`config.mk`:
```
export PLATFORM = sky130hd
export DESIGN_NAME = udp_rx
export DESIGN_NICKNAME = d
export VERILOG_FILES = /design/src/rtl/udp_rx_pkg.sv /design/src/rtl/rx_beat_tracker.sv /design/src/rtl/eth_addr_filter.sv /design/src/rtl/ip_udp_filter.sv /design/src/rtl/rx_frame_router.sv /design/src/rtl/rx_packet_fifo.sv /design/src/rtl/udp_rx.sv
export SDC_FILE = /design/constraint.sdc
export NUM_CORES = 2
export LEC_CHECK = 0
export BUFFER_PORTS_ARGS = -buffer_cell sky130_fd_sc_hd__buf_2
export CAP_MARGIN = 10
export CORE_UTILIZATION = 50
export DETAILED_ROUTE_END_ITERATION = 16
export GPL_TIMING_DRIVEN = 0
export PLACE_DENSITY_LB_ADDON = 0.25
export SLEW_MARGIN = 10
export SYNTH_ARGS = -nofsm -noshare
export SYNTH_HDL_FRONTEND = slang
export SYNTH_SLANG_ARGS = --single-unit
```
`constraint.sdc`:
```
create_clock -name mac_clk -period 28.8 [get_ports mac_clk]
set_input_delay 4.32 -clock mac_clk [delete_from_list [all_inputs] [get_ports mac_clk]]
set_output_delay 4.32 -clock mac_clk [all_outputs]
set_load 0.01 [all_outputs]
```
`src/rtl/udp_rx_pkg.sv`:
```
package udp_rx_pkg;

  localparam int data_w = 64;

  // stream byte n of a beat sits in data[8n+7:8n]
  typedef struct packed {
    logic [data_w-1:0]   data;
    logic [data_w/8-1:0] mask;
    logic                last;
    logic                bad;
  } mac_beat_t;

  // registered beat, its place in the frame and the upper bytes of the beat before it
  typedef struct packed {
    mac_beat_t   cur;
    logic [47:0] prev_hi;
    logic [2:0]  idx;
    logic        sof;
    logic        in_frame;
  } tracked_beat_t;

  typedef struct packed {
    logic decided;
    logic accept;
  } verdict_t;

  typedef struct packed {
    logic [31:0] ip;
    logic [15:0] port;
  } src_info_t;

  // payload word in network order, first byte in bits 63:56
  typedef struct packed {
    logic [data_w-1:0] data;
    logic              eof;
    logic              bad;
    logic              overrun;
    src_info_t         src;
  } fifo_entry_t;

  localparam logic [15:0] ethertype_ipv4   = 16'h0800;
  localparam logic [7:0]  ip_ver_ihl       = 8'h45;
  localparam logic [7:0]  proto_udp        = 8'h11;
  localparam logic [23:0] mcast_mac_prefix = 24'h01005e;

  // first udp payload byte for a 20 byte ip header
  localparam int payload_offset = 42;

endpackage

```
`src/rtl/rx_beat_tracker.sv`:
```
`timescale 1ns/10ps

module rx_beat_tracker (
  input  logic                      mac_clk,
  input  logic                      mac_rst,
  input  udp_rx_pkg::mac_beat_t     mac_rx,
  output udp_rx_pkg::tracked_beat_t beat
);

  // index saturates at the first beat that completes a payload word
  localparam logic [2:0] last_idx = 3'(udp_rx_pkg::payload_offset / 8 + 1);

  udp_rx_pkg::mac_beat_t cur_q;
  logic [47:0]           prev_hi_q;
  logic [2:0]            idx_q;
  logic                  sof_q;
  logic                  in_frame_q;
  logic                  active;
  logic                  present;
  logic                  start;

  assign present = |mac_rx.mask;
  // a frame opens with a full mask while no frame is running
  assign start   = present && (&mac_rx.mask) && !active;

  always_ff @(posedge mac_clk) begin
    if (mac_rst) begin
      active     <= 1'b0;
      sof_q      <= 1'b0;
      in_frame_q <= 1'b0;
      idx_q      <= '0;
    end else begin
      sof_q      <= start;
      in_frame_q <= start || (present && active);
      if (start) begin
        idx_q <= '0;
      end else if (present && active && idx_q != last_idx) begin
        idx_q <= idx_q + 3'd1;
      end
      if (present && (start || active)) begin
        active <= !mac_rx.last;
      end
    end
  end

  // keep bytes 2..7 of the last present beat, gaps leave it alone
  always_ff @(posedge mac_clk) begin
    cur_q <= mac_rx;
    if (|cur_q.mask) begin
      prev_hi_q <= cur_q.data[63:16];
    end
  end

  assign beat = '{cur: cur_q, prev_hi: prev_hi_q, idx: idx_q, sof: sof_q, in_frame: in_frame_q};

endmodule

```
`src/rtl/eth_addr_filter.sv`:
```
`timescale 1ns/10ps

module eth_addr_filter (
  input  logic                      mac_clk,
  input  logic                      mac_rst,
  input  udp_rx_pkg::tracked_beat_t beat,
  input  logic [47:0]               local_mac,
  output udp_rx_pkg::verdict_t      verdict
);

  logic [63:0] d;
  logic [47:0] dst_mac;
  logic        mac_ok;

  assign d = beat.cur.data;

  // first byte on the wire is the most significant address byte
  assign dst_mac = {d[7:0], d[15:8], d[23:16], d[31:24], d[39:32], d[47:40]};

  // local, broadcast or ipv4 multicast
  assign mac_ok = (dst_mac == local_mac) ||
                  (dst_mac == {48{1'b1}}) ||
                  (dst_mac[47:24] == udp_rx_pkg::mcast_mac_prefix);

  always_ff @(posedge mac_clk) begin
    if (mac_rst) begin
      verdict <= '0;
    end else if (beat.sof) begin
      verdict <= '{decided: 1'b1, accept: mac_ok};
    end else if (beat.in_frame && beat.cur.last) begin
      // undecided again once the frame is over
      verdict <= '0;
    end
  end

endmodule

```
`src/rtl/ip_udp_filter.sv`:
```
`timescale 1ns/10ps

module ip_udp_filter (
  input  logic                      mac_clk,
  input  logic                      mac_rst,
  input  udp_rx_pkg::tracked_beat_t beat,
  input  logic [31:0]               local_ip,
  input  logic [15:0]               local_port,
  input  logic [31:0]               local_mc_ip,
  input  logic [31:0]               local_mc_mask,
  output udp_rx_pkg::verdict_t      verdict,
  output udp_rx_pkg::src_info_t     src
);

  localparam udp_rx_pkg::verdict_t reject = '{decided: 1'b1, accept: 1'b0};

  logic [63:0] d;
  logic [47:0] p;
  logic [15:0] ethertype;
  logic [31:0] dst_ip;
  logic [15:0] dst_port;
  logic        ip_ok;
  logic [31:0] src_ip_q;
  logic [15:0] src_port_q;

  assign d = beat.cur.data;
  assign p = beat.prev_hi;

  // bytes 12,13 on beat 1
  assign ethertype = {d[39:32], d[47:40]};

  // dst ip is bytes 30..33, the first two sit in the previous beat
  assign dst_ip   = {p[39:32], p[47:40], d[7:0], d[15:8]};
  assign dst_port = {d[39:32], d[47:40]};

  // own address, the group address, or inside the group mask
  assign ip_ok = (dst_ip == local_ip) ||
                 (dst_ip == local_mc_ip) ||
                 ((dst_ip & local_mc_mask) == (local_mc_ip & local_mc_mask));

  always_ff @(posedge mac_clk) begin
    if (mac_rst) begin
      verdict <= '0;
    end else if (beat.in_frame) begin
      if (beat.sof || beat.cur.last) begin
        verdict <= '0;
      end else if (!verdict.decided) begin
        case (beat.idx)
          3'd1: begin
            if (ethertype != udp_rx_pkg::ethertype_ipv4 ||
                d[55:48] != udp_rx_pkg::ip_ver_ihl) begin
              verdict <= reject;
            end
          end
          3'd2: begin
            // protocol is byte 23
            if (d[63:56] != udp_rx_pkg::proto_udp) begin
              verdict <= reject;
            end
          end
          3'd4: begin
            verdict <= '{decided: 1'b1, accept: ip_ok && (dst_port == local_port)};
          end
          default: begin
          end
        endcase
      end
    end
  end

  // source ip is bytes 26..29, source port bytes 34,35
  always_ff @(posedge mac_clk) begin
    if (beat.in_frame && beat.idx == 3'd3) begin
      src_ip_q <= {d[23:16], d[31:24], d[39:32], d[47:40]};
    end
    if (beat.in_frame && beat.idx == 3'd4) begin
      src_port_q <= {d[23:16], d[31:24]};
    end
  end

  assign src = '{ip: src_ip_q, port: src_port_q};

endmodule

```
`src/rtl/rx_frame_router.sv`:
```
`timescale 1ns/10ps

module rx_frame_router (
  input  logic                      mac_clk,
  input  logic                      mac_rst,
  input  udp_rx_pkg::tracked_beat_t beat,
  input  udp_rx_pkg::verdict_t      mac_verdict,
  input  udp_rx_pkg::verdict_t      ip_verdict,
  input  udp_rx_pkg::src_info_t     src,
  input  logic                      local_enable,
  input  logic                      almost_full,
  input  logic                      overrun_ack,
  output logic                      wr_en,
  output udp_rx_pkg::fifo_entry_t   wr_entry
);

  // every beat from here on completes one payload word
  localparam logic [2:0] word_idx = 3'(udp_rx_pkg::payload_offset / 8 + 1);

  typedef enum logic [1:0] {
    st_run,
    st_overrun,
    st_wait_sof
  } state_t;

  state_t      state;
  logic        en_q;
  logic        frame_ok;
  logic        deliver;
  logic [63:0] d;
  logic [47:0] p;
  logic [63:0] word;

  assign d = beat.cur.data;
  assign p = beat.prev_hi;

  // bytes 2..7 of the previous beat then bytes 0..1 of this one
  assign word = {p[7:0], p[15:8], p[23:16], p[31:24], p[39:32], p[47:40], d[7:0], d[15:8]};

  assign frame_ok = mac_verdict.decided && mac_verdict.accept &&
                    ip_verdict.decided && ip_verdict.accept && en_q;

  assign deliver = (state == st_run) && beat.in_frame && (beat.idx == word_idx) && frame_ok;

  // enable is judged once per frame, on the last header beat
  always_ff @(posedge mac_clk) begin
    if (mac_rst) begin
      en_q <= 1'b0;
    end else if (beat.in_frame && beat.idx == 3'd4) begin
      en_q <= local_enable;
    end
  end

  always_ff @(posedge mac_clk) begin
    if (mac_rst) begin
      state <= st_run;
      wr_en <= 1'b0;
    end else begin
      wr_en <= deliver;
      case (state)
        st_run: begin
          if (deliver && almost_full) begin
            state <= st_overrun;
          end
        end
        // nothing is written until the application has seen the overrun
        st_overrun: begin
          if (overrun_ack) begin
            state <= st_wait_sof;
          end
        end
        // drop the rest of the frame in flight
        st_wait_sof: begin
          if (beat.sof) begin
            state <= st_run;
          end
        end
        default: begin
          state <= st_run;
        end
      endcase
    end
  end

  // a last beat longer than two bytes has its extra bytes dropped
  always_ff @(posedge mac_clk) begin
    if (deliver) begin
      wr_entry <= '{data: word,
                    eof: beat.cur.last || almost_full,
                    bad: beat.cur.last && beat.cur.bad,
                    overrun: almost_full,
                    src: src};
    end
  end

endmodule

```
`src/rtl/rx_packet_fifo.sv`:
```
`timescale 1ns/10ps

module rx_packet_fifo #(
  parameter int depth              = 32,
  parameter int almost_full_margin = 4
) (
  input  logic                    mac_clk,
  input  logic                    mac_rst,
  input  logic                    wr_en,
  input  udp_rx_pkg::fifo_entry_t wr_entry,
  input  logic                    rd_en,
  output udp_rx_pkg::fifo_entry_t rd_entry,
  output logic                    empty,
  output logic                    almost_full
);

  localparam int aw = $clog2(depth);
  localparam int cw = $clog2(depth + 1);

  udp_rx_pkg::fifo_entry_t mem [depth];

  logic [aw-1:0] wr_ptr;
  logic [aw-1:0] rd_ptr;
  logic [cw-1:0] count;
  logic          do_wr;
  logic          do_rd;

  // pops on an empty fifo and pushes on a full one are ignored
  assign do_rd = rd_en && (count != '0);
  assign do_wr = wr_en && (count != cw'(depth));

  always_ff @(posedge mac_clk) begin
    if (do_wr) begin
      mem[wr_ptr] <= wr_entry;
    end
  end

  always_ff @(posedge mac_clk) begin
    if (mac_rst) begin
      wr_ptr <= '0;
      rd_ptr <= '0;
      count  <= '0;
    end else begin
      if (do_wr) begin
        wr_ptr <= (wr_ptr == aw'(depth - 1)) ? '0 : wr_ptr + 1'b1;
      end
      if (do_rd) begin
        rd_ptr <= (rd_ptr == aw'(depth - 1)) ? '0 : rd_ptr + 1'b1;
      end
      case ({do_wr, do_rd})
        2'b10:   count <= count + 1'b1;
        2'b01:   count <= count - 1'b1;
        default: count <= count;
      endcase
    end
  end

  // head entry is visible without a read
  assign rd_entry = mem[rd_ptr];
  assign empty    = (count == '0);

  // fewer than almost_full_margin free slots
  assign almost_full = (count > cw'(depth - almost_full_margin));

endmodule

```
`src/rtl/udp_rx.sv`:
```
`timescale 1ns/10ps

module udp_rx #(
  parameter int fifo_depth         = 32,
  parameter int almost_full_margin = 4
) (
  input  logic                    mac_clk,
  input  logic                    mac_rst,
  input  udp_rx_pkg::mac_beat_t   mac_rx,
  input  logic                    local_enable,
  input  logic [47:0]             local_mac,
  input  logic [31:0]             local_ip,
  input  logic [15:0]             local_port,
  input  logic [31:0]             local_mc_ip,
  input  logic [31:0]             local_mc_mask,
  output logic                    app_rx_valid,
  output udp_rx_pkg::fifo_entry_t app_rx,
  input  logic                    app_rx_ack,
  input  logic                    app_rx_overrun_ack
);

  udp_rx_pkg::tracked_beat_t beat;
  udp_rx_pkg::verdict_t      mac_verdict;
  udp_rx_pkg::verdict_t      ip_verdict;
  udp_rx_pkg::src_info_t     src;
  udp_rx_pkg::fifo_entry_t   wr_entry;
  logic                      wr_en;
  logic                      almost_full;
  logic                      fifo_empty;

  rx_beat_tracker i_tracker (
    .mac_clk (mac_clk),
    .mac_rst (mac_rst),
    .mac_rx  (mac_rx),
    .beat    (beat)
  );

  eth_addr_filter i_eth_filter (
    .mac_clk   (mac_clk),
    .mac_rst   (mac_rst),
    .beat      (beat),
    .local_mac (local_mac),
    .verdict   (mac_verdict)
  );

  ip_udp_filter i_ip_filter (
    .mac_clk       (mac_clk),
    .mac_rst       (mac_rst),
    .beat          (beat),
    .local_ip      (local_ip),
    .local_port    (local_port),
    .local_mc_ip   (local_mc_ip),
    .local_mc_mask (local_mc_mask),
    .verdict       (ip_verdict),
    .src           (src)
  );

  rx_frame_router i_router (
    .mac_clk      (mac_clk),
    .mac_rst      (mac_rst),
    .beat         (beat),
    .mac_verdict  (mac_verdict),
    .ip_verdict   (ip_verdict),
    .src          (src),
    .local_enable (local_enable),
    .almost_full  (almost_full),
    .overrun_ack  (app_rx_overrun_ack),
    .wr_en        (wr_en),
    .wr_entry     (wr_entry)
  );

  rx_packet_fifo #(
    .depth              (fifo_depth),
    .almost_full_margin (almost_full_margin)
  ) i_fifo (
    .mac_clk     (mac_clk),
    .mac_rst     (mac_rst),
    .wr_en       (wr_en),
    .wr_entry    (wr_entry),
    .rd_en       (app_rx_ack),
    .rd_entry    (app_rx),
    .empty       (fifo_empty),
    .almost_full (almost_full)
  );

  assign app_rx_valid = !fifo_empty;

endmodule

```
==> run metrics <==
die width 550 um; drt drc 0; first-pass iteration count of the detailed router 6; Slew @ Worst Pin ~1.5 ns; fillcell total between 20000 and 25000; Sinks on Clock Net 4000; fin cells roughly 11000; HP Class flop to flop; Synth area leader edfxtp_1; FMAX between 100 and 150 MHz; Post-synth EDFFs 3891; initial antenna violation count 53; cells after synthesis 5989; Skew-Pair Late Insertion Delay approximately 0.95 ns; Crit path largest cell delay 1.08 ns; routed len/inst about 38 um; GRT met1 Usage roughly 37%; CTS Buf Count ~400; layout cells sized above 1 between 30% and 40%; Ports around 360; synthesized area 150000 um2; post-synth top area share 77.7%; Setup CP Type flop to primary output; hold_buf cts 0; wire length of the first global-routing pass 587 mm; # Post-CTS Setup Buffers 0; worst endpoint required time approximately 24 ns; outcome finished, final reports clean; post-synthesis register bit count 4000; CP endpoint kind primary output; largest cells by area after synthesis edfxtp_1, mux4_2, dfxtp_1; Die Span Y 550 um; slowest CP cell clkbuf_1; most frequent cells in the layout edfxtp_1, mux4_2, buf_2; Setup Viol. Count Final 0; Slew Limit Fails 0; footprint of the multi-input gates between 30000 and 40000 um2; Resized Gates After CTS 0; Leak Pwr 0.0542 uW; Post-synth ARST share 0%; largest net degree at the start of global routing 33; Final Wtd Congestion ~0.9; final worst-path cycle share 33.1%; met2 Resource Use GR 46.0%; number of core rows 200; Global Route Usage Sum between 20 and 30%; CP most frequent cell clkbuf_1; # port buffers approximately 350; max-capacitance violation count 0; Min Clock Period, post-route approximately 9.5 ns; post-DR vias/cell roughly 6.5; WP buf/inv 4; Root Driver clkbuf_16; Routed WL 434 mm; crit path launch type flop; Syn Area/Cell 25.1 um2; relative max-transition margin 0.690%; Core ar. slightly below 300000 um2; htree depth 5; setup tns final 0 ns; met3 GRT Util ~6.9%; DP HPWL between 200 and 300 mm; sequential area share after synthesis approximately 79%; clk slew on worst S/H paths approximately 0.060 ns; grt ovf 0; final total power approximately 11000 uW; Pwr Density between 60 and 70 nW/um2; Reg area 119000 um2; Worst Skew 0.0405 ns; Layout area overhead 17.7%; CP max FO 10; Initial Util 50.5%; RSZ-0062 raised after global routing false; CP top delay family buffers and inverters; ANT nets after route 0; WP data arrival approximately 5.2 ns; placed cell count between 10000 and 15000; Vias roughly 74000; Synth Flop Type edfxtp_1; count of different cell masters after synthesis 44; CTS tree yes; syn_nets between 6000 and 7000; most common cell after layout, fill and taps aside edfxtp_1; vias in the first global route 73413; Die Footprint 303000 um2; nets 7306; post-layout util about three fifths; Ys Warns 0; CP cell instances clkbuf_1 -> clkbuf_2 -> clkbuf_1 -> mux4_2 -> mux2_2 -> buf_2; Max VDD drop approximately 55 uV; GR peak layer met2; Final Hold Vio Count 0; 1st-iter DRT viols ~10000; Longest Clk Path Bufs 4
[layout make-up]
type	count	share of cell area, %
antenna	29	0.0410
buffer	288	0.691
clock buffer	501	6.06
clock inverter	221	1.14
inverter	9	0.0191
multi-input combinational	1692	17.2
sequential	4000	67.3
tap	3939	2.79
timing repair buffer	664	4.82
[logic make-up after synthesis]
kind of cell	Yosys count	share of synthesized area [%]
AO/OA/AOI/OAI	61	0.250
XOR/XNOR	135	0.786
multiplexers	1269	18.1
AND/OR/NAND/NOR	212	0.764
flip-flops	4000	79.1
buffers and inverters	297	0.815
adder cells (fa/ha/maj)	15	0.125
[metal layers]
metal,vias up,wire (um)
li1,28205,-
met5,-,295
met1,39675,153000
met2,4829,209000
met3,958,48600
met4,28,22900
[sequential cells by signal (all words and copies together) (netlist names), 2 cells and up, named ones only]
register,flops
i_eth_filter.verdict,2
i_fifo.count,6
i_fifo.mem,3680
i_fifo.rd_ptr,5
i_fifo.wr_ptr,5
i_ip_filter.src_ip_q,32
i_ip_filter.src_port_q,16
i_ip_filter.verdict,2
i_router.state,2
i_router.wr_entry,115
i_tracker.beat,74
i_tracker.idx_q,3
i_tracker.prev_hi_q,48
[final timing paths]
path                      startpoint  slack, ns                     to  cells past startpoint
max reg2reg          i_fifo.count[2]      24.85        i_fifo.count[4]                     15
min reg2reg  i_ip_filter.src_ip_q[9]       0.41  i_router.wr_entry[25]                      0
max                             flop      19.28             app_rx[80]                      6
min          i_ip_filter.src_ip_q[9]       0.41  i_router.wr_entry[25]                      0
[synthesized netlist by cell type (all sizes together) (2+ instances only)]
| master | instances |
|---|---|
| mux2i | 4 |
| nand4 | 37 |
| nor2 | 58 |
| buf | 125 |
| a211oi | 3 |
| or3 | 3 |
| and3 | 3 |
| a31oi | 3 |
| nand3 | 8 |
| nand3b | 4 |
| ha | 15 |
| clkbuf | 163 |
| or3b | 2 |
| xor2 | 69 |
| nand2 | 26 |
| a21oi | 21 |
| xnor2 | 66 |
| nor3b | 3 |
| mux4 | 1150 |
| nand2b | 2 |
| edfxtp | 3891 |
| or4 | 5 |
| and2 | 3 |
| mux2 | 115 |
| a22oi | 16 |
| o21ai | 13 |
| nor4b | 6 |
| nor2b | 2 |
| dfxtp | 109 |
| inv | 8 |
| nor4bb | 2 |
| nor3 | 11 |
| nand4b | 3 |
| or2 | 5 |
| nor4 | 27 |
[power by group]
group | switching (uW) | internal, uW
clock network | 2180 | 2900
registers | 32.2 | 6300
logic | 32.2 | 26.0
[per-stage QoR]
stage | hold slack [ns] | cell area (um2) | worst slack, ns
6_report | 0.414 | 177000 | 19.28
5_1_grt | 0.422 | 177000 | 19.44
4_1_cts | 0.414 | 177000 | 19.38
3_5_place_dp | 0.405 | 164000 | 20.35
3_3_place_gp | 0.400 | 157000 | 6.71
2_1_floorplan | 0.399 | 150000 | 19.51
Power figures use the tool's default switching activity.
